--- config.mk ---
export PLATFORM = sky130hd
export DESIGN_NAME = phy_pcs
export DESIGN_NICKNAME = d
export VERILOG_FILES = /design/src/source/phy_pkg.sv /design/src/source/enc_8b10b.sv /design/src/source/dec_8b10b.sv /design/src/source/comma_detect.sv /design/src/source/pcs_rx.sv /design/src/source/phy_pcs.sv
export VERILOG_INCLUDE_DIRS = /design/src /design/src/source
export SDC_FILE = /design/constraint.sdc
export NUM_CORES = 1
export LEC_CHECK = 0
export BUFFER_PORTS_ARGS = -buffer_cell sky130_fd_sc_hd__buf_2
export CAP_MARGIN = 40
export CORE_MARGIN = 2
export CORE_UTILIZATION = 60
export DETAILED_ROUTE_END_ITERATION = 6
export GPL_ROUTABILITY_DRIVEN = 0
export PLACE_DENSITY = 0.87
export SKIP_LAST_GASP = 1
export SLEW_MARGIN = 15
export SYNTH_ARGS = -nofsm -noshare
export SYNTH_HDL_FRONTEND = slang
export SYNTH_SLANG_ARGS = --single-unit
--- constraint.sdc ---
create_clock -name pclk -period 21.6 [get_ports pclk]
set_input_delay 4.32 -clock pclk [delete_from_list [all_inputs] [get_ports pclk]]
set_output_delay 4.32 -clock pclk [all_outputs]
set_load 0.02 [all_outputs]
--- src/source/phy_defs.svh ---
`ifndef PHY_DEFS_SVH
`define PHY_DEFS_SVH

////////////////////////////////////////////////////////////
// Widths
////////////////////////////////////////////////////////////

// MAC byte, HGFEDCBA
`define PHY_DATA_W 8

// Code symbol, abcdei in bits 9..4 and fghj in bits 3..0
`define PHY_SYM_W 10

////////////////////////////////////////////////////////////
// Comma
////////////////////////////////////////////////////////////

// Consecutive commas before the receiver calls itself aligned
`define PHY_COMMA_COUNT 4

// K28.5 as a byte, sent with the K flag
`define PHY_K28_5 8'hBC

// K28.5 symbols for each starting disparity
`define PHY_COMMA_RDN 10'b0011111010
`define PHY_COMMA_RDP 10'b1100000101

`endif

--- src/source/phy_pkg.sv ---
`default_nettype none

package phy_pkg;

  ////////////////////////////////////////////////////////////
  // PIPE receive status
  ////////////////////////////////////////////////////////////

  // Only the codes this PCS can raise
  // SKP add/remove and buffer codes belong to the elastic buffer
  typedef enum logic [2:0] {
    // Good symbol
    rx_ok         = 3'b000,
    // Not a valid 10b code
    rx_decode_err = 3'b100,
    // Valid code seen with the wrong running disparity
    rx_disp_err   = 3'b111
  } rx_status_t;

endpackage

`default_nettype wire

--- src/source/enc_8b10b.sv ---
`default_nettype none

`include "phy_defs.svh"

module enc_8b10b (
  input  logic                  pclk,
  input  logic                  rst,
  input  logic [`PHY_DATA_W-1:0] tx_data,
  input  logic                  tx_datak,
  input  logic                  tx_en,
  output logic [`PHY_SYM_W-1:0]  tx_symbol
);

  // Disparity tx_symbol was coded with, 1 means positive
  logic                   rd_cur;
  // Disparity the next symbol starts from
  logic                   rd_in;
  // Disparity between the 6b and 4b parts
  logic                   rd_mid;
  logic [`PHY_DATA_W-1:0] byte_in;
  logic                   k_in;
  logic [4:0]             x5;
  logic [2:0]             y3;
  logic                   k28;
  logic                   kx7;
  logic                   alt7;
  logic                   flip4;
  logic [5:0]             code6_n;
  logic [5:0]             code6;
  logic [3:0]             code4_n;
  logic [3:0]             code4;

  // Unbalanced halves of the last symbol flip the disparity
  assign rd_in = rd_cur ^ ($countones(tx_symbol[9:4]) != 3) ^ ($countones(tx_symbol[3:0]) != 2);

  // Idle line carries K28.5
  assign byte_in = tx_en ? tx_data : `PHY_K28_5;
  assign k_in    = tx_en ? tx_datak : 1'b1;
  assign x5      = byte_in[4:0];
  assign y3      = byte_in[7:5];

  // Only the twelve legal K codes; any other byte goes out as data
  assign k28 = k_in && (x5 == 5'd28);
  assign kx7 = k_in && (y3 == 3'd7) && (x5 inside {5'd23, 5'd27, 5'd29, 5'd30});

  ////////////////////////////////////////////////////////////
  // 5b/6b
  ////////////////////////////////////////////////////////////

  // Codes for negative disparity, abcdei
  always_comb begin
    case (x5)
      5'd0:    code6_n = 6'b100111;
      5'd1:    code6_n = 6'b011101;
      5'd2:    code6_n = 6'b101101;
      5'd3:    code6_n = 6'b110001;
      5'd4:    code6_n = 6'b110101;
      5'd5:    code6_n = 6'b101001;
      5'd6:    code6_n = 6'b011001;
      5'd7:    code6_n = 6'b111000;
      5'd8:    code6_n = 6'b111001;
      5'd9:    code6_n = 6'b100101;
      5'd10:   code6_n = 6'b010101;
      5'd11:   code6_n = 6'b110100;
      5'd12:   code6_n = 6'b001101;
      5'd13:   code6_n = 6'b101100;
      5'd14:   code6_n = 6'b011100;
      5'd15:   code6_n = 6'b010111;
      5'd16:   code6_n = 6'b011011;
      5'd17:   code6_n = 6'b100011;
      5'd18:   code6_n = 6'b010011;
      5'd19:   code6_n = 6'b110010;
      5'd20:   code6_n = 6'b001011;
      5'd21:   code6_n = 6'b101010;
      5'd22:   code6_n = 6'b011010;
      5'd23:   code6_n = 6'b111010;
      5'd24:   code6_n = 6'b110011;
      5'd25:   code6_n = 6'b100110;
      5'd26:   code6_n = 6'b010110;
      5'd27:   code6_n = 6'b110110;
      5'd28:   code6_n = k28 ? 6'b001111 : 6'b001110;
      5'd29:   code6_n = 6'b101110;
      5'd30:   code6_n = 6'b011110;
      default: code6_n = 6'b101011;
    endcase
  end

  // Unbalanced codes and D.7 swap to the complement at positive disparity
  assign code6  = (rd_in && (($countones(code6_n) != 3) || (code6_n == 6'b111000))) ?
                  ~code6_n : code6_n;
  assign rd_mid = ($countones(code6) == 3) ? rd_in : ($countones(code6) > 3);

  ////////////////////////////////////////////////////////////
  // 3b/4b
  ////////////////////////////////////////////////////////////

  // A7 avoids a run of five equal bits, and all K.x.7 use it
  assign alt7 = (y3 == 3'd7) &&
                (k28 || kx7 ||
                 (!rd_mid && (x5 inside {5'd17, 5'd18, 5'd20})) ||
                 (rd_mid && (x5 inside {5'd11, 5'd13, 5'd14})));

  always_comb begin
    case (y3)
      3'd0:    code4_n = 4'b1011;
      3'd1:    code4_n = 4'b1001;
      3'd2:    code4_n = 4'b0101;
      3'd3:    code4_n = 4'b1100;
      3'd4:    code4_n = 4'b1101;
      3'd5:    code4_n = 4'b1010;
      3'd6:    code4_n = 4'b0110;
      default: code4_n = alt7 ? 4'b0111 : 4'b1110;
    endcase
  end

  // K28 also inverts its balanced fghj after a 110000 prefix
  assign flip4 = (($countones(code4_n) != 2) || (y3 == 3'd3)) ? rd_mid : (k28 && !rd_mid);
  assign code4 = flip4 ? ~code4_n : code4_n;

  always_ff @(posedge pclk) begin
    if (rst) begin
      tx_symbol <= `PHY_COMMA_RDN;
      rd_cur    <= 1'b0;
    end else begin
      tx_symbol <= {code6, code4};
      rd_cur    <= rd_in;
    end
  end

  // Table and disparity choice together keep every symbol near balance
  a_sym_balance: assert property (@(posedge pclk) disable iff (rst)
    $countones(tx_symbol) inside {4, 5, 6});

endmodule

`default_nettype wire

--- src/source/dec_8b10b.sv ---
`default_nettype none

`include "phy_defs.svh"

module dec_8b10b (
  input  logic                   pclk,
  input  logic                   rst,
  input  logic [`PHY_SYM_W-1:0]   rx_symbol,
  output logic [`PHY_DATA_W-1:0]  rx_data,
  output logic                   rx_datak,
  output phy_pkg::rx_status_t    rx_status,
  output logic                   code_error
);

  // Running disparity before rx_symbol, 1 means positive
  logic       rd_pos;
  logic       rd_mid;
  logic       rd_next;
  logic [5:0] sym6;
  logic [3:0] sym4;
  logic [3:0] sym4_look;
  logic [4:0] x5;
  logic [2:0] y3;
  logic       v6;
  logic       v4;
  logic       bal6;
  logic       bal4;
  logic       k28;
  logic       kx7;
  logic       a7;
  logic       p7;
  logic       a7_bad;
  logic       p7_bad;
  logic       disp6_bad;
  logic       disp4_bad;
  logic       err_dec;
  logic       err_disp;

  assign sym6 = rx_symbol[9:4];
  assign sym4 = rx_symbol[3:0];
  assign k28  = (sym6 == 6'b001111) || (sym6 == 6'b110000);

  ////////////////////////////////////////////////////////////
  // Subcode lookup
  ////////////////////////////////////////////////////////////

  // Both disparity forms map to the same 5b value
  always_comb begin
    x5 = 5'd0;
    v6 = 1'b1;
    case (sym6)
      6'b100111, 6'b011000: x5 = 5'd0;
      6'b011101, 6'b100010: x5 = 5'd1;
      6'b101101, 6'b010010: x5 = 5'd2;
      6'b110001:            x5 = 5'd3;
      6'b110101, 6'b001010: x5 = 5'd4;
      6'b101001:            x5 = 5'd5;
      6'b011001:            x5 = 5'd6;
      6'b111000, 6'b000111: x5 = 5'd7;
      6'b111001, 6'b000110: x5 = 5'd8;
      6'b100101:            x5 = 5'd9;
      6'b010101:            x5 = 5'd10;
      6'b110100:            x5 = 5'd11;
      6'b001101:            x5 = 5'd12;
      6'b101100:            x5 = 5'd13;
      6'b011100:            x5 = 5'd14;
      6'b010111, 6'b101000: x5 = 5'd15;
      6'b011011, 6'b100100: x5 = 5'd16;
      6'b100011:            x5 = 5'd17;
      6'b010011:            x5 = 5'd18;
      6'b110010:            x5 = 5'd19;
      6'b001011:            x5 = 5'd20;
      6'b101010:            x5 = 5'd21;
      6'b011010:            x5 = 5'd22;
      6'b111010, 6'b000101: x5 = 5'd23;
      6'b110011, 6'b001100: x5 = 5'd24;
      6'b100110:            x5 = 5'd25;
      6'b010110:            x5 = 5'd26;
      6'b110110, 6'b001001: x5 = 5'd27;
      6'b001110:            x5 = 5'd28;
      6'b001111, 6'b110000: x5 = 5'd28;
      6'b101110, 6'b010001: x5 = 5'd29;
      6'b011110, 6'b100001: x5 = 5'd30;
      6'b101011, 6'b010100: x5 = 5'd31;
      default:              v6 = 1'b0;
    endcase
  end

  // K28 after 110000 carries an inverted fghj
  assign sym4_look = (sym6 == 6'b110000) ? ~sym4 : sym4;

  always_comb begin
    y3 = 3'd0;
    v4 = 1'b1;
    case (sym4_look)
      4'b1011, 4'b0100:                   y3 = 3'd0;
      4'b1001:                            y3 = 3'd1;
      4'b0101:                            y3 = 3'd2;
      4'b1100, 4'b0011:                   y3 = 3'd3;
      4'b1101, 4'b0010:                   y3 = 3'd4;
      4'b1010:                            y3 = 3'd5;
      4'b0110:                            y3 = 3'd6;
      4'b1110, 4'b0001, 4'b0111, 4'b1000: y3 = 3'd7;
      default:                            v4 = 1'b0;
    endcase
  end

  ////////////////////////////////////////////////////////////
  // Code and disparity checks
  ////////////////////////////////////////////////////////////

  assign bal6   = ($countones(sym6) == 3);
  assign rd_mid = bal6 ? rd_pos : ($countones(sym6) > 3);
  assign bal4   = ($countones(sym4) == 2);
  assign rd_next = bal4 ? rd_mid : ($countones(sym4) > 2);

  // Each subcode against the disparity in front of it
  assign disp6_bad = (!bal6 && (rd_pos == ($countones(sym6) > 3))) ||
                     ((sym6 == 6'b111000) && rd_pos) ||
                     ((sym6 == 6'b000111) && !rd_pos);
  assign disp4_bad = (!bal4 && (rd_mid == ($countones(sym4) > 2))) ||
                     ((sym4 == 4'b1100) && rd_mid) ||
                     ((sym4 == 4'b0011) && !rd_mid);

  // A7 only where the encoder would pick it, P7 never there
  assign a7     = (sym4 == 4'b0111) || (sym4 == 4'b1000);
  assign p7     = (sym4 == 4'b1110) || (sym4 == 4'b0001);
  assign kx7    = a7 && (x5 inside {5'd23, 5'd27, 5'd29, 5'd30});
  assign a7_bad = a7 && !(k28 || kx7 ||
                          (x5 inside {5'd11, 5'd13, 5'd14, 5'd17, 5'd18, 5'd20}));
  assign p7_bad = p7 && (k28 ||
                         (!rd_mid && (x5 inside {5'd17, 5'd18, 5'd20})) ||
                         (rd_mid && (x5 inside {5'd11, 5'd13, 5'd14})));

  assign err_dec  = !v6 || !v4 || a7_bad || p7_bad;
  assign err_disp = disp6_bad || disp4_bad;

  always_ff @(posedge pclk) begin
    if (rst) begin
      rx_data   <= '0;
      rx_datak  <= 1'b0;
      rx_status <= phy_pkg::rx_ok;
      rd_pos    <= 1'b0;
    end else begin
      // Disparity keeps following the line even through bad symbols
      rd_pos <= rd_next;
      if (err_dec) begin
        rx_data   <= `PHY_K28_5;
        rx_datak  <= 1'b0;
        rx_status <= phy_pkg::rx_decode_err;
      end else if (err_disp) begin
        rx_data   <= `PHY_K28_5;
        rx_datak  <= 1'b0;
        rx_status <= phy_pkg::rx_disp_err;
      end else begin
        rx_data   <= {y3, x5};
        rx_datak  <= k28 || kx7;
        rx_status <= phy_pkg::rx_ok;
      end
    end
  end

  assign code_error = (rx_status != phy_pkg::rx_ok);

  a_status_legal: assert property (@(posedge pclk) disable iff (rst)
    rx_status inside {phy_pkg::rx_ok, phy_pkg::rx_decode_err, phy_pkg::rx_disp_err});

endmodule

`default_nettype wire

--- src/source/comma_detect.sv ---
`default_nettype none

`include "phy_defs.svh"

module comma_detect (
  input  logic                 pclk,
  input  logic                 rst,
  input  logic [`PHY_SYM_W-1:0] rx_symbol,
  input  logic                 code_error,
  output logic                 comma_pulse,
  output logic                 rx_valid
);

  localparam int CNT_W = $clog2(`PHY_COMMA_COUNT + 1);

  // Count saturates once alignment is reached
  localparam logic [CNT_W-1:0] CNT_FULL = CNT_W'(`PHY_COMMA_COUNT);
  // Value seen just before the last comma of a run
  localparam logic [CNT_W-1:0] CNT_LAST = CNT_W'(`PHY_COMMA_COUNT - 1);

  logic [CNT_W-1:0] comma_cnt;
  logic             is_comma;

  // K28.5 in either disparity
  assign is_comma = (rx_symbol == `PHY_COMMA_RDN) || (rx_symbol == `PHY_COMMA_RDP);

  ////////////////////////////////////////////////////////////
  // Alignment FSM
  ////////////////////////////////////////////////////////////

  always_ff @(posedge pclk) begin
    if (rst) begin
      comma_cnt   <= '0;
      comma_pulse <= 1'b0;
      rx_valid    <= 1'b0;
    end else begin
      comma_pulse <= is_comma;
      if (code_error) begin
        // Lost lock, start over with a fresh run
        comma_cnt <= '0;
        rx_valid  <= 1'b0;
      end else if (is_comma) begin
        if (comma_cnt != CNT_FULL) begin
          comma_cnt <= comma_cnt + 1'b1;
        end
        if (comma_cnt == CNT_LAST) begin
          rx_valid <= 1'b1;
        end
      end else begin
        // Data breaks the run but keeps an existing lock
        comma_cnt <= '0;
      end
    end
  end

  // Lock only ever starts on a comma
  a_valid_on_comma: assert property (@(posedge pclk) disable iff (rst)
    $rose(rx_valid) |-> comma_pulse);

endmodule

`default_nettype wire

--- src/source/pcs_rx.sv ---
`default_nettype none

`include "phy_defs.svh"

module pcs_rx (
  input  logic                   pclk,
  input  logic                   rst,
  input  logic [`PHY_SYM_W-1:0]   rx_symbol,
  input  logic                   rx_polarity,
  output logic [`PHY_DATA_W-1:0]  rx_data,
  output logic                   rx_datak,
  output phy_pkg::rx_status_t    rx_status,
  output logic                   rx_valid
);

  // Symbol after polarity fix
  logic [`PHY_SYM_W-1:0] sym_fixed;
  logic                  code_error;
  // Monitor point for the testbench
  logic                  comma_pulse;

  // Swapped differential pair shows up as every bit inverted
  assign sym_fixed = rx_polarity ? ~rx_symbol : rx_symbol;

  ////////////////////////////////////////////////////////////
  // Alignment and decode
  ////////////////////////////////////////////////////////////

  comma_detect comma_detect_i (
    .pclk       (pclk),
    .rst        (rst),
    .rx_symbol  (sym_fixed),
    .code_error (code_error),
    .comma_pulse(comma_pulse),
    .rx_valid   (rx_valid)
  );

  dec_8b10b dec_8b10b_i (
    .pclk      (pclk),
    .rst       (rst),
    .rx_symbol (sym_fixed),
    .rx_data   (rx_data),
    .rx_datak  (rx_datak),
    .rx_status (rx_status),
    .code_error(code_error)
  );

endmodule

`default_nettype wire

--- src/source/phy_pcs.sv ---
`default_nettype none

`include "phy_defs.svh"

module phy_pcs (
  input  logic                   pclk,
  input  logic                   rst,
  // MAC transmit side
  input  logic [`PHY_DATA_W-1:0]  tx_data,
  input  logic                   tx_datak,
  input  logic                   tx_en,
  // Line side
  input  logic [`PHY_SYM_W-1:0]   rx_symbol,
  input  logic                   rx_polarity,
  output logic [`PHY_SYM_W-1:0]   tx_symbol,
  // MAC receive side
  output logic [`PHY_DATA_W-1:0]  rx_data,
  output logic                   rx_datak,
  output phy_pkg::rx_status_t    rx_status,
  output logic                   rx_valid
);

  ////////////////////////////////////////////////////////////
  // Transmit
  ////////////////////////////////////////////////////////////

  enc_8b10b enc_8b10b_i (
    .pclk     (pclk),
    .rst      (rst),
    .tx_data  (tx_data),
    .tx_datak (tx_datak),
    .tx_en    (tx_en),
    .tx_symbol(tx_symbol)
  );

  ////////////////////////////////////////////////////////////
  // Receive
  ////////////////////////////////////////////////////////////

  pcs_rx pcs_rx_i (
    .pclk       (pclk),
    .rst        (rst),
    .rx_symbol  (rx_symbol),
    .rx_polarity(rx_polarity),
    .rx_data    (rx_data),
    .rx_datak   (rx_datak),
    .rx_status  (rx_status),
    .rx_valid   (rx_valid)
  );

endmodule

`default_nettype wire

Word-level counts from Yosys, hierarchy flattened
Cells that the tools add are included.
W data, S select, Z words.
- register bits after elaboration: 28
- output and inout bits: 23
- bitwise operators: 7
- $add $sub $neg: 30
- equal/unequal tests: 129
- reductions and logical operators: 82
- $lt $le $gt $ge: 3
- multiplexer cells: 22
- operator list (cell ; number):
    $add A32 B32 Y32 ; 8
    $pmux W6 S31 ; 1
    $pmux W5 S31 ; 1
    $eq A6 B6 Y1 const B ; 25
    $ne A32 B3 Y1 const B ; 4
    $eq A5 B5 Y1 const B ; 22
    $eq A32 B3 Y1 const B ; 3
    $eq A6 B5 Y1 const B ; 14
    $eq A5 B4 Y1 const B ; 11
    $reduce_or A48 Y1 ; 1
    $eq A6 B4 Y1 const B ; 7
    $eq A4 B4 Y1 const B ; 10
    $add A1 B1 Y2 ; 18
    $reduce_or A2 Y1 ; 17
    $gt A32 B3 Y1 const B ; 1
    $pmux W4 S7 ; 1
    $mux W8 ; 3
    $logic_or A1 B1 Y1 ; 21
    $pmux W3 S7 ; 1
    $eq A4 B3 Y1 const B ; 5
    $eq A5 B3 Y1 const B ; 4
    $logic_and A1 B1 Y1 ; 19
    $eq A6 B3 Y1 const B ; 3
    $reduce_bool A3 Y1 ; 5
    35 further kinds ; 68

Logic depth before layout (Yosys ltp)
Gate-level depths: netlist of the first run.
- word-level depth: 30
- gate-level depth with buffers: 36

Cells and area by module
A second synthesis of the first run with hierarchy kept.
- cell total of the unflattened synthesis: 488
- area, all modules: 3955.0 um2
- modules (own cells, without submodules) (module ; seq. area each (um2) ; times used ; cells an instance ; area each (um2)):
    dec_8b10b ; 240.2 ; 1 ; 256 ; 2049.5
    enc_8b10b ; 220.2 ; 1 ; 188 ; 1501.4
    comma_detect ; 100.1 ; 1 ; 33 ; 305.3
    pcs_rx ; 0.0 ; 1 ; 11 ; 98.8

Worst setup path before layout of the first run
Ideal clock, no wire load.
- path type: input -> register
- start point: input tx_data[2]
- end point: register enc_8b10b_i.tx_symbol[1]
- path slack: 10.659 ns
- stages: 32
- arrival time: 10.811 ns
- required time: 21.470 ns
- cells stage by stage: clkbuf_1 clkbuf_1 nor3_1 a21o_1 o21ai_1 inv_1 ha_1 inv_1 fa_1 ha_1 nor2_1 a41o_1 clkbuf_1 and3_1 nor2_1 fa_1 inv_1 ha_1 nand2_1 o21a_1 o311ai_0 a221oi_1 or3_1 ha_1 ha_1 fa_1 nand2_1 a31oi_1 nand3_1 o21ai_1 xnor2_1 nand2_1
- longest elaborated chain between the ends: 30
- elaborated cells on any way between the ends: 75
- those cells by class: 13 x add/sub; 1 x order compare; 34 x eq/ne; 9 x mux; 1 x bitwise; 17 x reduce/logical
- ends and longest elaborated chain (item ; line ; source):
    start, declared ; phy_pcs.sv:9 ; input logic [`PHY_DATA_W-1:0] tx_data,
    $mux W8 (no line) (*) ; - ;
    $eq A5 B5 Y1 ; enc_8b10b.sv:43, enc_8b10b.sv:52 ;
    $logic_and A1 B1 Y1 ; enc_8b10b.sv:43 ; assign k28 = k_in && (x5 == 5'd28);
    $mux W1 ; enc_8b10b.sv:81 ; 5'd28: code6_n = k28 ? 6'b001111 : 6'b001110;
    $pmux W6 S31 ; enc_8b10b.sv:52 ; case (x5)
    $add A1 B1 Y2 (implied by the code) ; enc_8b10b.sv:89 ; assign code6 = (rd_in && (($countones(code6_n) != 3) || (code6_n == 6'b111000))) ?
    $add A32 B32 Y32 (implied by the code) (2 in a row) ; enc_8b10b.sv:89 ;
    $ne A32 B3 Y1 ; enc_8b10b.sv:89 ;
    [13 not listed] ; - ;
    $mux W4 ; enc_8b10b.sv:112 ; default: code4_n = alt7 ? 4'b0111 : 4'b1110;
    $pmux W4 S7 ; enc_8b10b.sv:104 ; case (y3)
    $add A1 B1 Y2 (implied by the code) ; enc_8b10b.sv:117 ; assign flip4 = (($countones(code4_n) != 2) || (y3 == 3'd3)) ? rd_mid : (k28 && !rd_mid);
    $add A32 B32 Y32 (implied by the code) ; enc_8b10b.sv:117 ;
    $ne A32 B3 Y1 ; enc_8b10b.sv:117 ;
    $logic_or A1 B1 Y1 ; enc_8b10b.sv:117 ;
    $mux W1 (*) ; enc_8b10b.sv:117 ;
    $mux W4 (*) ; enc_8b10b.sv:118 ; assign code4 = flip4 ? ~code4_n : code4_n;
    end signal, assigned ; enc_8b10b.sv:122 ; tx_symbol <= `PHY_COMMA_RDN;
    end signal, assigned ; enc_8b10b.sv:125 ; tx_symbol <= {code6, code4};
    end, declared ; enc_8b10b.sv:11 ; output logic [`PHY_SYM_W-1:0] tx_symbol
Mark *: on every way between the ends. The rest lies on a longest branch, timed or not.
A chain may end at the register's enable or synchronous reset.

Worst setup path in the final report of the first run
- start point: input tx_data[3]
- end point: register enc_8b10b_i.tx_symbol[2]
Same word-level chain as after synthesis.

==> results.py, run 1 <==
metrics = {
    "yosys": {
        "avgSynthCellArea_um2": 7.83,
        "synth_cells": 489,
        "synth_top_area_cell": "dfxtp_1",
        "syn-num-nets": 556,
        "synth_commonest_cells": "45 x nand2_1, 32 x ha_1, 31 x nor2_1, 30 x inv_1, 27 x dfxtp_1",
        "synthesis.area_um2": 3830,
        "synth-compound-area-share_pct": 25.3,
        "synth_edf_count": 0,
        "synth_top_family_by_area": "simple AND/OR/NAND/NOR gates",
        "yosys.cell_types.count": 82,
        "synth-simple-area-share_pct": 26.5,
        "synthMuxAreaShare_pct": 1.83,
        "synth_fa_ha_area_share_pct": 16.7,
        "synth_warnings": 0,
        "ys.flop_type": "dfxtp_1",
        "synth_top_area_share_pct": 14.1,
        "synthTopCellsByArea": "dfxtp_1 14%, ha_1 10%, fa_1 6.3%",
        "yosysSeqAreaShare_pct": 14.1,
        "yosysMostFrequentCell": "nand2_1",
        "synth-xor-area-share_pct": 7.22,
        "synth_seq_cells": 27,
        "synth_async_sr_flop_share_pct": 0,
    },
    "placement": {
        "post-dp-hpwl_um": 7060,
        "port_buffers": 45,
        "detailedPlace.worstSlack_ns": 10.22,
    },
    "sta": {
        "fin_hold_ws_ns": 0.495,
        "rsz0062_at_grt": "no",
        "layout_setup_ws_ns": 10.43,
        "period_share_pct": 51.7,
        "worst_pin_slew_ns": 0.726,
        "finalClockSkew_ns": 0.00711,
        "fmax_mhz": 89.5,
        "hold_viol": 0,
        "max_slew_margin_pct": 51.6,
        "setup_tns_ns": 0,
        "setup_violations": 0,
        "drv_slew": 0,
        "fin_crit_ns": 11.17,
    },
    "route": {
        "routedWlPerCell_um": 15.7,
        "vias": 3784,
        "postRouteAntennaNets": 0,
        "firstDrtPassIters": 7,
        "viasPerCell": 6.52,
        "route.detailed.drc": 0,
        "drtIter0Drc": 283,
        "drt_wl_total_um": 9110,
    },
    "setup_path": {
        "crit_type": "in -> reg",
        "rr_worst_depth": 26,
        "reg2reg_from": "enc_8b10b_i.tx_symbol[2]",
        "end_kind": "flip-flop",
        "crit_path_start": "tx_data[3]",
        "setup.worst_path.end": "enc_8b10b_i.tx_symbol[2]",
        "r2r_end": "enc_8b10b_i.tx_symbol[2]",
        "crit_required_ns": 21.77,
        "crit_arrival_ns": 11.34,
        "cp_max_fo": 23,
        "worst_setup_path_start_kind": "primary input",
        "rrSetupSlack_ns": 14.73,
    },
    "layout": {
        "insertedDiodeCount": 0,
        "drive_gt1_share_pct": 13.3,
        "syn_to_final_growth_pct": 4.25,
        "finish.net_count": 571,
        "utilization_pct": 63.6,
    },
    "power_and_ir_drop": {
        "power_uw": 423,
        "ir_drop_mv": 0.170,
        "powerDensity_nw_per_um2": 106,
        "power_leakage_uw": 0.00170,
    },
    "global_routing": {
        "grt_use_total_pct": 25.8,
        "grt_start_max_net_pins": 36,
        "antenna_found_initial": 0,
        "grt_overflow_total": 0,
        "grt_pass1_vias": 3555,
        "grt_pass1_wl_um": 15600,
    },
    "floorplanning": {
        "die_w_um": 83.9,
        "die-area_um2": 7040,
        "core-area_um2": 6280,
        "die_y_um": 83.9,
        "num_io_pins": 46,
        "start_util_pct": 61.0,
        "rows": 29,
    },
    "clocking": {
        "cts.clk_slew.worst_paths_ns": 0.09,
        "cts_root_buf": "clkbuf_8",
        "post-cts-setup-buffers": 0,
        "cts.sinks": 27,
        "hold_buffers": 0,
        "h-tree-depth": 1,
        "cts.path.max_buffers": 2,
        "cts_tree": "done",
        "cts_resized": 0,
        "clk_latency_ns": 0.27,
        "numCtsBuffers": 3,
    },
    "worst_hold_path": {
        "worstHoldStart": "pcs_rx_i.comma_detect_i.rx_valid",
        "hp-class": "reg -> reg",
    },
    "outcome": {
        "status": "complete, no violations",
    },
    "flow_run": {
        "maxCapViolCount": 0,
    },
}
metal layers:
layer | wire length, µm | share of wire [%] | vias to the layer above | global-route usage, %
li1 | - | - | 1830 | -
met1 | 3600 | 39 | 1765 | 29.4
met2 | 4690 | 51 | 165 | 48.6
met3 | 609 | 6.7 | 24 | 5.14
met4 | 221 | 2.4 | 0 | 7.04
met5 | 0 | 0 | - | 0
registers in the layout, indices dropped and copies added (netlist names):
register / flops
enc_8b10b_i.tx_symbol: 10
pcs_rx_i.dec_8b10b_i.rx_data: 8
pcs_rx_i.comma_detect_i.comma_cnt: 3
pcs_rx_i.dec_8b10b_i.rx_status: 2
enc_8b10b_i.rd_cur: 1
pcs_rx_i.comma_detect_i.rx_valid: 1
pcs_rx_i.dec_8b10b_i.rd_pos: 1
pcs_rx_i.dec_8b10b_i.rx_datak: 1
power by group:
part	total, µW	leakage, µW	internal (µW)	switching, µW
registers	69.5	0.000223	63.9	5.62
clock network	28.9	0.0000217	13.1	15.8
logic	325	0.00145	130	195
cell type report:
class	count	area, µm²
multi-input combinational	397	2970
clock buffer	3	41.3
inverter	30	113
clock inverter	1	7.51
fill	546	2280
timing repair buffer	45	225
sequential	27	541
tap	77	96.3
worst max-delay path, cell delays in order:
cell and delay, ns:
buf_2 0.22, o31ai_1 0.28, a31oi_1 0.11, o21ai_0 0.59, ha_1 0.31, fa_1 0.44
ha_1 0.21, nor2_1 0.15, a41o_1 0.47, and2_1 0.23, a21oi_1 0.10, fa_1 0.54
inv_1 0.04, ha_1 0.27, nand2_1 0.07, o21a_1 0.22, o311ai_0 0.36, a221oi_1 0.13
or3_1 0.44, ha_1 0.30, ha_1 0.21, fa_1 0.48, nand2_1 0.06, a31oi_1 0.19
nand3_1 0.10, o21ai_1 0.26, xnor2_1 0.20, nor2_1 0.06
through the flow:
stage / instance area, µm² / std cells
finish: 3990 / 580
global route: 3990 / 580
CTS: 3990 / 580
detailed placement: 3950 / 576
global placement: 3950 / 576
floorplan: 3830 / 489
placed cells by master (no fill, tap or decap), drive strengths merged, types with 12 or more instances in the layout:
cell / synthesis / routed
nor3: 14 / 14
nor2: 31 / 31
dfxtp: 27 / 27
fa: 12 / 12
nand2: 45 / 45
buf: 14 / 45
nand3: 19 / 19
xor2: 19 / 19
ha: 32 / 32
o22ai: 18 / 18
a21oi: 17 / 17
inv: 30 / 30
o21ai: 27 / 27
worst min path at each step:
stage / end / slack (ns) / cells after the start
3_5_place_dp: pcs_rx_i.comma_detect_i.rx_valid / 0.48 / 2
3_3_place_gp: pcs_rx_i.comma_detect_i.rx_valid / 0.47 / 2
2_1_floorplan: pcs_rx_i.comma_detect_i.comma_cnt[1] / 0.46 / 2
5_1_grt: pcs_rx_i.comma_detect_i.rx_valid / 0.51 / 2
6_report: pcs_rx_i.comma_detect_i.rx_valid / 0.49 / 2
4_1_cts: pcs_rx_i.comma_detect_i.comma_cnt[1] / 0.50 / 2
logic make-up (layout without fill, tap and decap cells):
| kind of cell | count (synthesis) | in the layout |
|---|---|---|
| compound gates | 134 | 134 |
| xor+xnor | 30 | 30 |
| fa+ha+maj | 44 | 44 |
| buf+inv | 65 | 79 |
| flops | 27 | 27 |
| mux | 7 | 7 |
| simple gates | 182 | 182 |
No activity file was read; power rests on OpenSTA's default activity.
==> run 2: changes to the inputs <==
--- a/config.mk
+++ b/config.mk
@@ -6,13 +6,14 @@
 export SDC_FILE = /design/constraint.sdc
 export NUM_CORES = 1
 export LEC_CHECK = 0
+export ABC_AREA = 1
 export BUFFER_PORTS_ARGS = -buffer_cell sky130_fd_sc_hd__buf_2
 export CAP_MARGIN = 40
 export CORE_MARGIN = 2
-export CORE_UTILIZATION = 60
+export CORE_UTILIZATION = 55
 export DETAILED_ROUTE_END_ITERATION = 6
 export GPL_ROUTABILITY_DRIVEN = 0
-export PLACE_DENSITY = 0.87
+export PLACE_DENSITY = 0.84
 export SKIP_LAST_GASP = 1
 export SLEW_MARGIN = 15
 export SYNTH_ARGS = -nofsm -noshare
==> constraint.sdc (replaced) <==
create_clock -name pclk -period 10 [get_ports pclk]
set_input_delay 2 -clock pclk [delete_from_list [all_inputs] [get_ports pclk]]
set_output_delay 2 -clock pclk [all_outputs]
set_load 0.02 [all_outputs]
==> run 2 against run 1 <==
  * Register-to-register slack got worse by 11 ns
  * Core utilization down 2.4 points
  * Synthesized cell count is 42% higher
  * Setup slack lost 9.6 ns
  * Total power grew to 2.6 times the previous value
  * Sequential cell count unchanged
  * Count of clock-buffer cells in the layout unchanged
  * Largest power group unchanged
==> results.py, run 2 <==
metrics = {
    "clocking": {
        "cts.sinks": 27,
        "post-cts-setup-buffers": 0,
        "clk_latency_ns": 0.26,
        "cts.path.max_buffers": 2,
        "h-tree-depth": 1,
        "cts_resized": 0,
        "cts_root_buf": "clkbuf_8",
        "cts_tree": "done",
        "hold_buffers": 0,
        "numCtsBuffers": 3,
        "cts.clk_slew.worst_paths_ns": 0.09,
    },
    "flow_run": {
        "maxCapViolCount": 0,
    },
    "setup_path": {
        "cp_slowest_cell": "nor4_1",
        "crit_type": "in -> reg",
        "reg2reg_from": "enc_8b10b_i.tx_symbol[8]",
        "end_kind": "flip-flop",
        "crit_required_ns": 10.14,
        "crit_path_start": "tx_en",
        "cp_max_fo": 16,
        "slowest_delay_ns": 0.65,
        "crit_arrival_ns": 9.32,
        "worst_setup_path_start_kind": "primary input",
    },
    "sta": {
        "hold_viol": 0,
        "rsz0062_at_grt": "no",
        "setup_violations": 0,
        "drv_slew": 0,
        "max_slew_margin_pct": 58.5,
        "finalClockSkew_ns": 0.00122,
        "setup_tns_ns": 0,
        "worst_pin_slew_ns": 0.617,
        "period_share_pct": 91.9,
        "fin_crit_ns": 9.19,
        "fmax_mhz": 109,
    },
    "power_and_ir_drop": {
        "ir_drop_mv": 0.245,
        "p_clk_share_pct": 5.5,
        "internal-power_uw": 495,
        "combPwrFrac_pct": 80.5,
        "p_seq_share_pct": 14.0,
        "powerDensity_nw_per_um2": 248,
        "power_leakage_uw": 0.00250,
        "p_switching_uw": 595,
        "switching_share_pct": 54.6,
    },
    "yosys": {
        "synth_cells": 696,
        "ys.flop_type": "dfxtp_1",
        "synthMuxAreaShare_pct": 0,
        "yosysMostFrequentCell": "nand2_1",
        "synth-simple-area-share_pct": 47.4,
        "synth_top_area_cell": "nand2_1",
        "synth_top_area_share_pct": 14.8,
        "synthTopCellsByArea": "nand2_1 15%, nor2_1 13%, dfxtp_1 13%",
        "yosys.cell_types.count": 40,
        "synth_async_sr_flop_share_pct": 0,
        "yosysSeqAreaShare_pct": 13.4,
        "synth_seq_cells": 27,
        "syn-num-nets": 763,
        "synth_edf_count": 0,
        "synth_top_family_by_area": "simple AND/OR/NAND/NOR gates",
        "synthesis.area_um2": 4050,
        "synth-xor-area-share_pct": 4.11,
        "synth-compound-area-share_pct": 7.42,
        "synth_warnings": 0,
        "synth_commonest_cells": "159 x nand2_1, 145 x nor2_1, 106 x inv_1, 77 x nand3_1, 32 x ha_1",
        "avgSynthCellArea_um2": 5.81,
        "synth_fa_ha_area_share_pct": 15.8,
    },
    "route": {
        "postRouteAntennaNets": 0,
        "firstDrtPassIters": 5,
        "viasPerCell": 5.47,
        "drtIter0Drc": 544,
        "drt_wl_total_um": 10500,
        "route.detailed.drc": 0,
        "routedWlPerCell_um": 12.6,
        "vias": 4576,
    },
    "placement": {
        "post-dp-hpwl_um": 8780,
        "place_area_um2": 4340,
        "port_buffers": 45,
    },
    "global_routing": {
        "grt_pass1_vias": 4218,
        "grt_use_total_pct": 26.2,
        "grt_pass1_wl_um": 18300,
        "grt_overflow_total": 0,
        "antenna_found_initial": 0,
        "grt_start_max_net_pins": 17,
    },
    "outcome": {
        "status": "complete, no violations",
    },
    "worst_hold_path": {
        "hp-class": "reg -> reg",
        "worstHoldStart": "pcs_rx_i.dec_8b10b_i.rx_status[2]",
    },
    "floorplanning": {
        "die-area_um2": 8060,
        "start_util_pct": 56.4,
        "core-area_um2": 7180,
        "die_y_um": 89.8,
        "num_io_pins": 46,
        "rows": 31,
        "die_w_um": 89.8,
    },
    "layout": {
        "area.sequential_um2": 541,
        "top_register": "enc_8b10b_i.tx_symbol",
        "final_common_cell": "nand2_1",
        "drive_gt1_share_pct": 11.9,
        "final_area_um2": 4390,
        "insertedDiodeCount": 0,
        "multi_input_area_um2": 3030,
        "largest_reg_flops": 10,
        "layout_common_cells": "159 x nand2_1, 144 x nor2_1, 106 x inv_1",
        "fillers": 685,
        "finish.net_count": 805,
        "largestRegisters": "enc_8b10b_i.tx_symbol: 10 flops, pcs_rx_i.dec_8b10b_i.rx_data: 8 flops, pcs_rx_i.comma_detect_i.comma_cnt: 3 flops",
        "syn_to_final_growth_pct": 8.60,
    },
}
run 2: cell types whose count changed after synthesis, moves of 8 or more:
| cell | before | now |
|---|---|---|
| a22oi_1 | 9 | 0 |
| clkbuf_1 | 20 | 3 |
| inv_1 | 30 | 106 |
| inv_2 | 0 | 9 |
| nand2_1 | 45 | 159 |
| nand2_2 | 0 | 9 |
| nand2b_1 | 10 | 0 |
| nand3_1 | 19 | 77 |
| nor2_1 | 31 | 145 |
| o21ai_0 | 23 | 13 |
| o22ai_1 | 16 | 2 |
| or3_1 | 8 | 0 |
| xor2_1 | 19 | 9 |
run 2: power groups by stage:
stage	Combinational [µW]	Clock [µW]	Sequential (µW)
final	878	59.6	153
after floorplan	663	0	179
after global placement	814	0	154
after global routing	1020	65.5	157
after CTS	876	60.4	153
after detailed placement	873	0	156
run 2: path summary, 6_finish.rpt:
kind | endpoint | slack (ns) | depth (start not counted)
worst min register to register | pcs_rx_i.comma_detect_i.rx_valid | 0.47 | 1
worst min-delay path | pcs_rx_i.comma_detect_i.rx_valid | 0.47 | 1
worst max-delay path | enc_8b10b_i.tx_symbol[1] | 0.81 | 41
worst max register to register | enc_8b10b_i.tx_symbol[1] | 3.84 | 33
run 2: area by class of cell:
type	instances	share of cell area, %
multi-input combinational	546	68.9
sequential	27	12.3
inverter	115	9.83
timing repair buffer	45	5.13
tap	99	2.82
clock buffer	3	0.940
clock inverter	1	0.114
run 2: through the flow:
step	total power, µW	setup slack, ns	cells	hold WS, ns	util [%]
finish	1090	0.812	836	0.466	61.2
global route	1250	0.0448	836	0.517	61.2
CTS	1090	0.622	836	0.467	61.2
detailed placement	1030	0.357	832	0.454	60.5
global placement	968	0.751	832	0.441	60.5
floorplan	842	1.87	696	0.464	-
run 2: routing by layer:
metal	share of wire, %	track usage [%]	vias up
li1	-	-	2282
met1	44	36.3	2019
met2	44	43.8	257
met3	9.9	2.85	18
met4	1.7	6.41	0
met5	0	0	-
run 2: cell families (layout without fill, tap and decap cells):
kind of cell / Yosys count / after routing
adders and majority gates: 44 / 44
and+or+nand+nor: 435 / 435
AOI/OAI and AO/OA: 48 / 48
xor gates and xnor gates: 19 / 19
DFF: 27 / 27
buffers and inverters: 123 / 164
run 2: worst max-delay path: cells and delay by family:
kind | cells | cell delay (ns)
compound gates | 3 | 0.34
buf+inv | 9 | 1.01
simple gates | 20 | 3.12
fa+ha+maj | 8 | 2.67
xor+xnor | 1 | 0.18
==> run 3: changes to the inputs <==
--- a/config.mk
+++ b/config.mk
@@ -10,10 +10,10 @@
 export BUFFER_PORTS_ARGS = -buffer_cell sky130_fd_sc_hd__buf_2
 export CAP_MARGIN = 40
 export CORE_MARGIN = 2
-export CORE_UTILIZATION = 55
+export CORE_UTILIZATION = 60
 export DETAILED_ROUTE_END_ITERATION = 6
 export GPL_ROUTABILITY_DRIVEN = 0
-export PLACE_DENSITY = 0.84
+export PLACE_DENSITY = 0.87
 export SKIP_LAST_GASP = 1
 export SLEW_MARGIN = 15
 export SYNTH_ARGS = -nofsm -noshare
==> constraint.sdc (replaced) <==
create_clock -name pclk -period 10.47 [get_ports pclk]
set_input_delay 2.094 -clock pclk [delete_from_list [all_inputs] [get_ports pclk]]
set_output_delay 2.094 -clock pclk [all_outputs]
set_load 0.02 [all_outputs]
==> run 3 against run 2 <==
  * Global-route usage rose by 2.8 points
  * Total power fell by 2.1%
  * Die area fell by 8.0%
  * Clock skew rose by 0.0062 ns
  * Worst hold slack improved by 0.0084 ns
  * Non-clock buffer count did not move
  * Setup slack improved by 0.070 ns
  * Combinational power fell by 2%
  * Critical path depth fell by 1
  * Register-to-register slack improved by 0.30 ns
  * First-iteration DRC count fell by 5.7%
  * Cell count fell by 2.6%
  * Critical path type unchanged
==> results.py, run 3 (synthesized netlist as in run 2, its figures left out) <==
metrics = {
    "sta": {
        "setup_violations": 0,
        "drv_slew": 0,
        "period_share_pct": 91.6,
        "rsz0062_at_grt": "no",
        "fmax_mhz": 104,
        "hold_viol": 0,
        "fin_crit_ns": 9.59,
        "setup_tns_ns": 0,
        "worst_pin_slew_ns": 0.829,
        "fin_hold_ws_ns": 0.474,
        "max_slew_margin_pct": 44.5,
        "layout_setup_ws_ns": 0.882,
        "finalClockSkew_ns": 0.00737,
    },
    "layout": {
        "finish.net_count": 805,
        "drive_gt1_share_pct": 11.7,
        "top_register": "enc_8b10b_i.tx_symbol",
        "layout_common_cells": "159 x nand2_1, 145 x nor2_1, 106 x inv_1",
        "utilization_pct": 67.9,
        "syn_to_final_growth_pct": 7.83,
        "final_common_cell": "nand2_1",
        "largest_reg_flops": 10,
        "largestRegisters": "enc_8b10b_i.tx_symbol: 10 flops, pcs_rx_i.dec_8b10b_i.rx_data: 8 flops, pcs_rx_i.comma_detect_i.comma_cnt: 3 flops",
        "insertedDiodeCount": 0,
    },
    "clocking": {
        "cts_resized": 0,
        "clk_latency_ns": 0.27,
        "h-tree-depth": 1,
        "hold_buffers": 0,
        "cts.clk_slew.worst_paths_ns": 0.09,
        "cts.path.max_buffers": 2,
        "cts_root_buf": "clkbuf_8",
        "post-cts-setup-buffers": 0,
        "cts.sinks": 27,
        "cts_tree": "done",
        "numCtsBuffers": 3,
    },
    "global_routing": {
        "grt.busiest_layer": "met2",
        "grt_overflow_total": 0,
        "grt_use_met2_pct": 47.4,
        "grt_start_max_net_pins": 17,
        "grt_pass1_wl_um": 17800,
        "grt_use_total_pct": 29.0,
        "grt_pass1_vias": 4103,
        "antenna_found_initial": 0,
        "use_met3_pct": 4.52,
        "gr-usage-met1_pct": 41.0,
    },
    "route": {
        "drt_wl_total_um": 10600,
        "postRouteAntennaNets": 0,
        "vias": 4557,
        "drtIter0Drc": 513,
        "routedWlPerCell_um": 13.0,
        "route.detailed.drc": 0,
        "viasPerCell": 5.60,
        "firstDrtPassIters": 6,
    },
    "floorplanning": {
        "core-area_um2": 6420,
        "num_io_pins": 46,
        "die-area_um2": 7410,
        "rows": 29,
        "start_util_pct": 63.0,
        "die_w_um": 86.1,
        "die_y_um": 86.1,
    },
    "power_and_ir_drop": {
        "ir_drop_mv": 0.262,
        "powerDensity_nw_per_um2": 245,
        "power_leakage_uw": 0.00250,
    },
    "setup_path": {
        "slowest_delay_ns": 0.67,
        "crit_required_ns": 10.62,
        "crit_type": "in -> reg",
        "rrSetupSlack_ns": 4.14,
        "setup.worst_path.end": "enc_8b10b_i.tx_symbol[1]",
        "r2r_end": "enc_8b10b_i.tx_symbol[1]",
        "cp_max_fo": 16,
        "reg2reg_from": "enc_8b10b_i.tx_symbol[8]",
        "worst_setup_path_start_kind": "primary input",
        "end_kind": "flip-flop",
        "crit_arrival_ns": 9.74,
        "rr_worst_depth": 33,
        "crit_path_start": "tx_en",
        "cp_slowest_cell": "nor4_1",
    },
    "placement": {
        "port_buffers": 45,
        "post-dp-hpwl_um": 8810,
        "detailedPlace.worstSlack_ns": 0.731,
    },
    "outcome": {
        "status": "complete, no violations",
    },
    "worst_hold_path": {
        "hp-class": "reg -> reg",
    },
    "flow_run": {
        "maxCapViolCount": 0,
    },
}
==> run 3: layout make-up <==
cell class	count	area [µm²]
Sequential cell	27	541
Multi-Input combinational cell	546	3020
Tap cell	77	96.3
Fill cell	600	2060
Timing Repair Buffer	45	225
Inverter	115	432
Clock buffer	4	45.0
==> run 3: metrics by stage <==
stage	cells	power, µW	cell area, µm²
4_1_cts	814	1070	4360
2_1_floorplan	696	805	4050
6_report	814	1070	4360
5_1_grt	814	1190	4360
3_3_place_gp	810	925	4320
3_5_place_dp	810	1000	4320
==> run 3: worst min path at each step <==
stage | from | end | depth (start not counted)
floorplan | pcs_rx_i.comma_detect_i.comma_cnt[1] | pcs_rx_i.comma_detect_i.comma_cnt[1] | 2
global placement | pcs_rx_i.dec_8b10b_i.rx_status[2] | pcs_rx_i.comma_detect_i.rx_valid | 1
detailed placement | pcs_rx_i.dec_8b10b_i.rx_status[2] | pcs_rx_i.comma_detect_i.rx_valid | 1
CTS | pcs_rx_i.dec_8b10b_i.rx_status[2] | pcs_rx_i.comma_detect_i.rx_valid | 1
global route | pcs_rx_i.dec_8b10b_i.rx_status[2] | pcs_rx_i.comma_detect_i.rx_valid | 1
finish | pcs_rx_i.dec_8b10b_i.rx_status[2] | pcs_rx_i.comma_detect_i.rx_valid | 1
==> run 3: power breakdown <==
| part | leakage (µW) | total [µW] | switching (µW) | internal (µW) |
|---|---|---|---|---|
| sequential | 0.000223 | 146 | 13.0 | 133 |
| combinational | 0.00225 | 864 | 545 | 319 |
| clock | 0.0000228 | 56.6 | 29.4 | 27.2 |
==> run 3: worst max-delay path, delay by kind of cell <==
family                     cells  cell delay (ns)
xor gates and xnor gates       1             0.27
buffers and inverters          9             1.06
and+or+nand+nor               19             3.19
AOI/OAI and AO/OA              3             0.31
adders and majority gates      8             2.81
==> run 3: routing by layer <==
metal	share of wire [%]	wire length (µm)
met5	0	0
met4	0.98	103
met3	9.5	1010
met2	45	4740
met1	45	4700
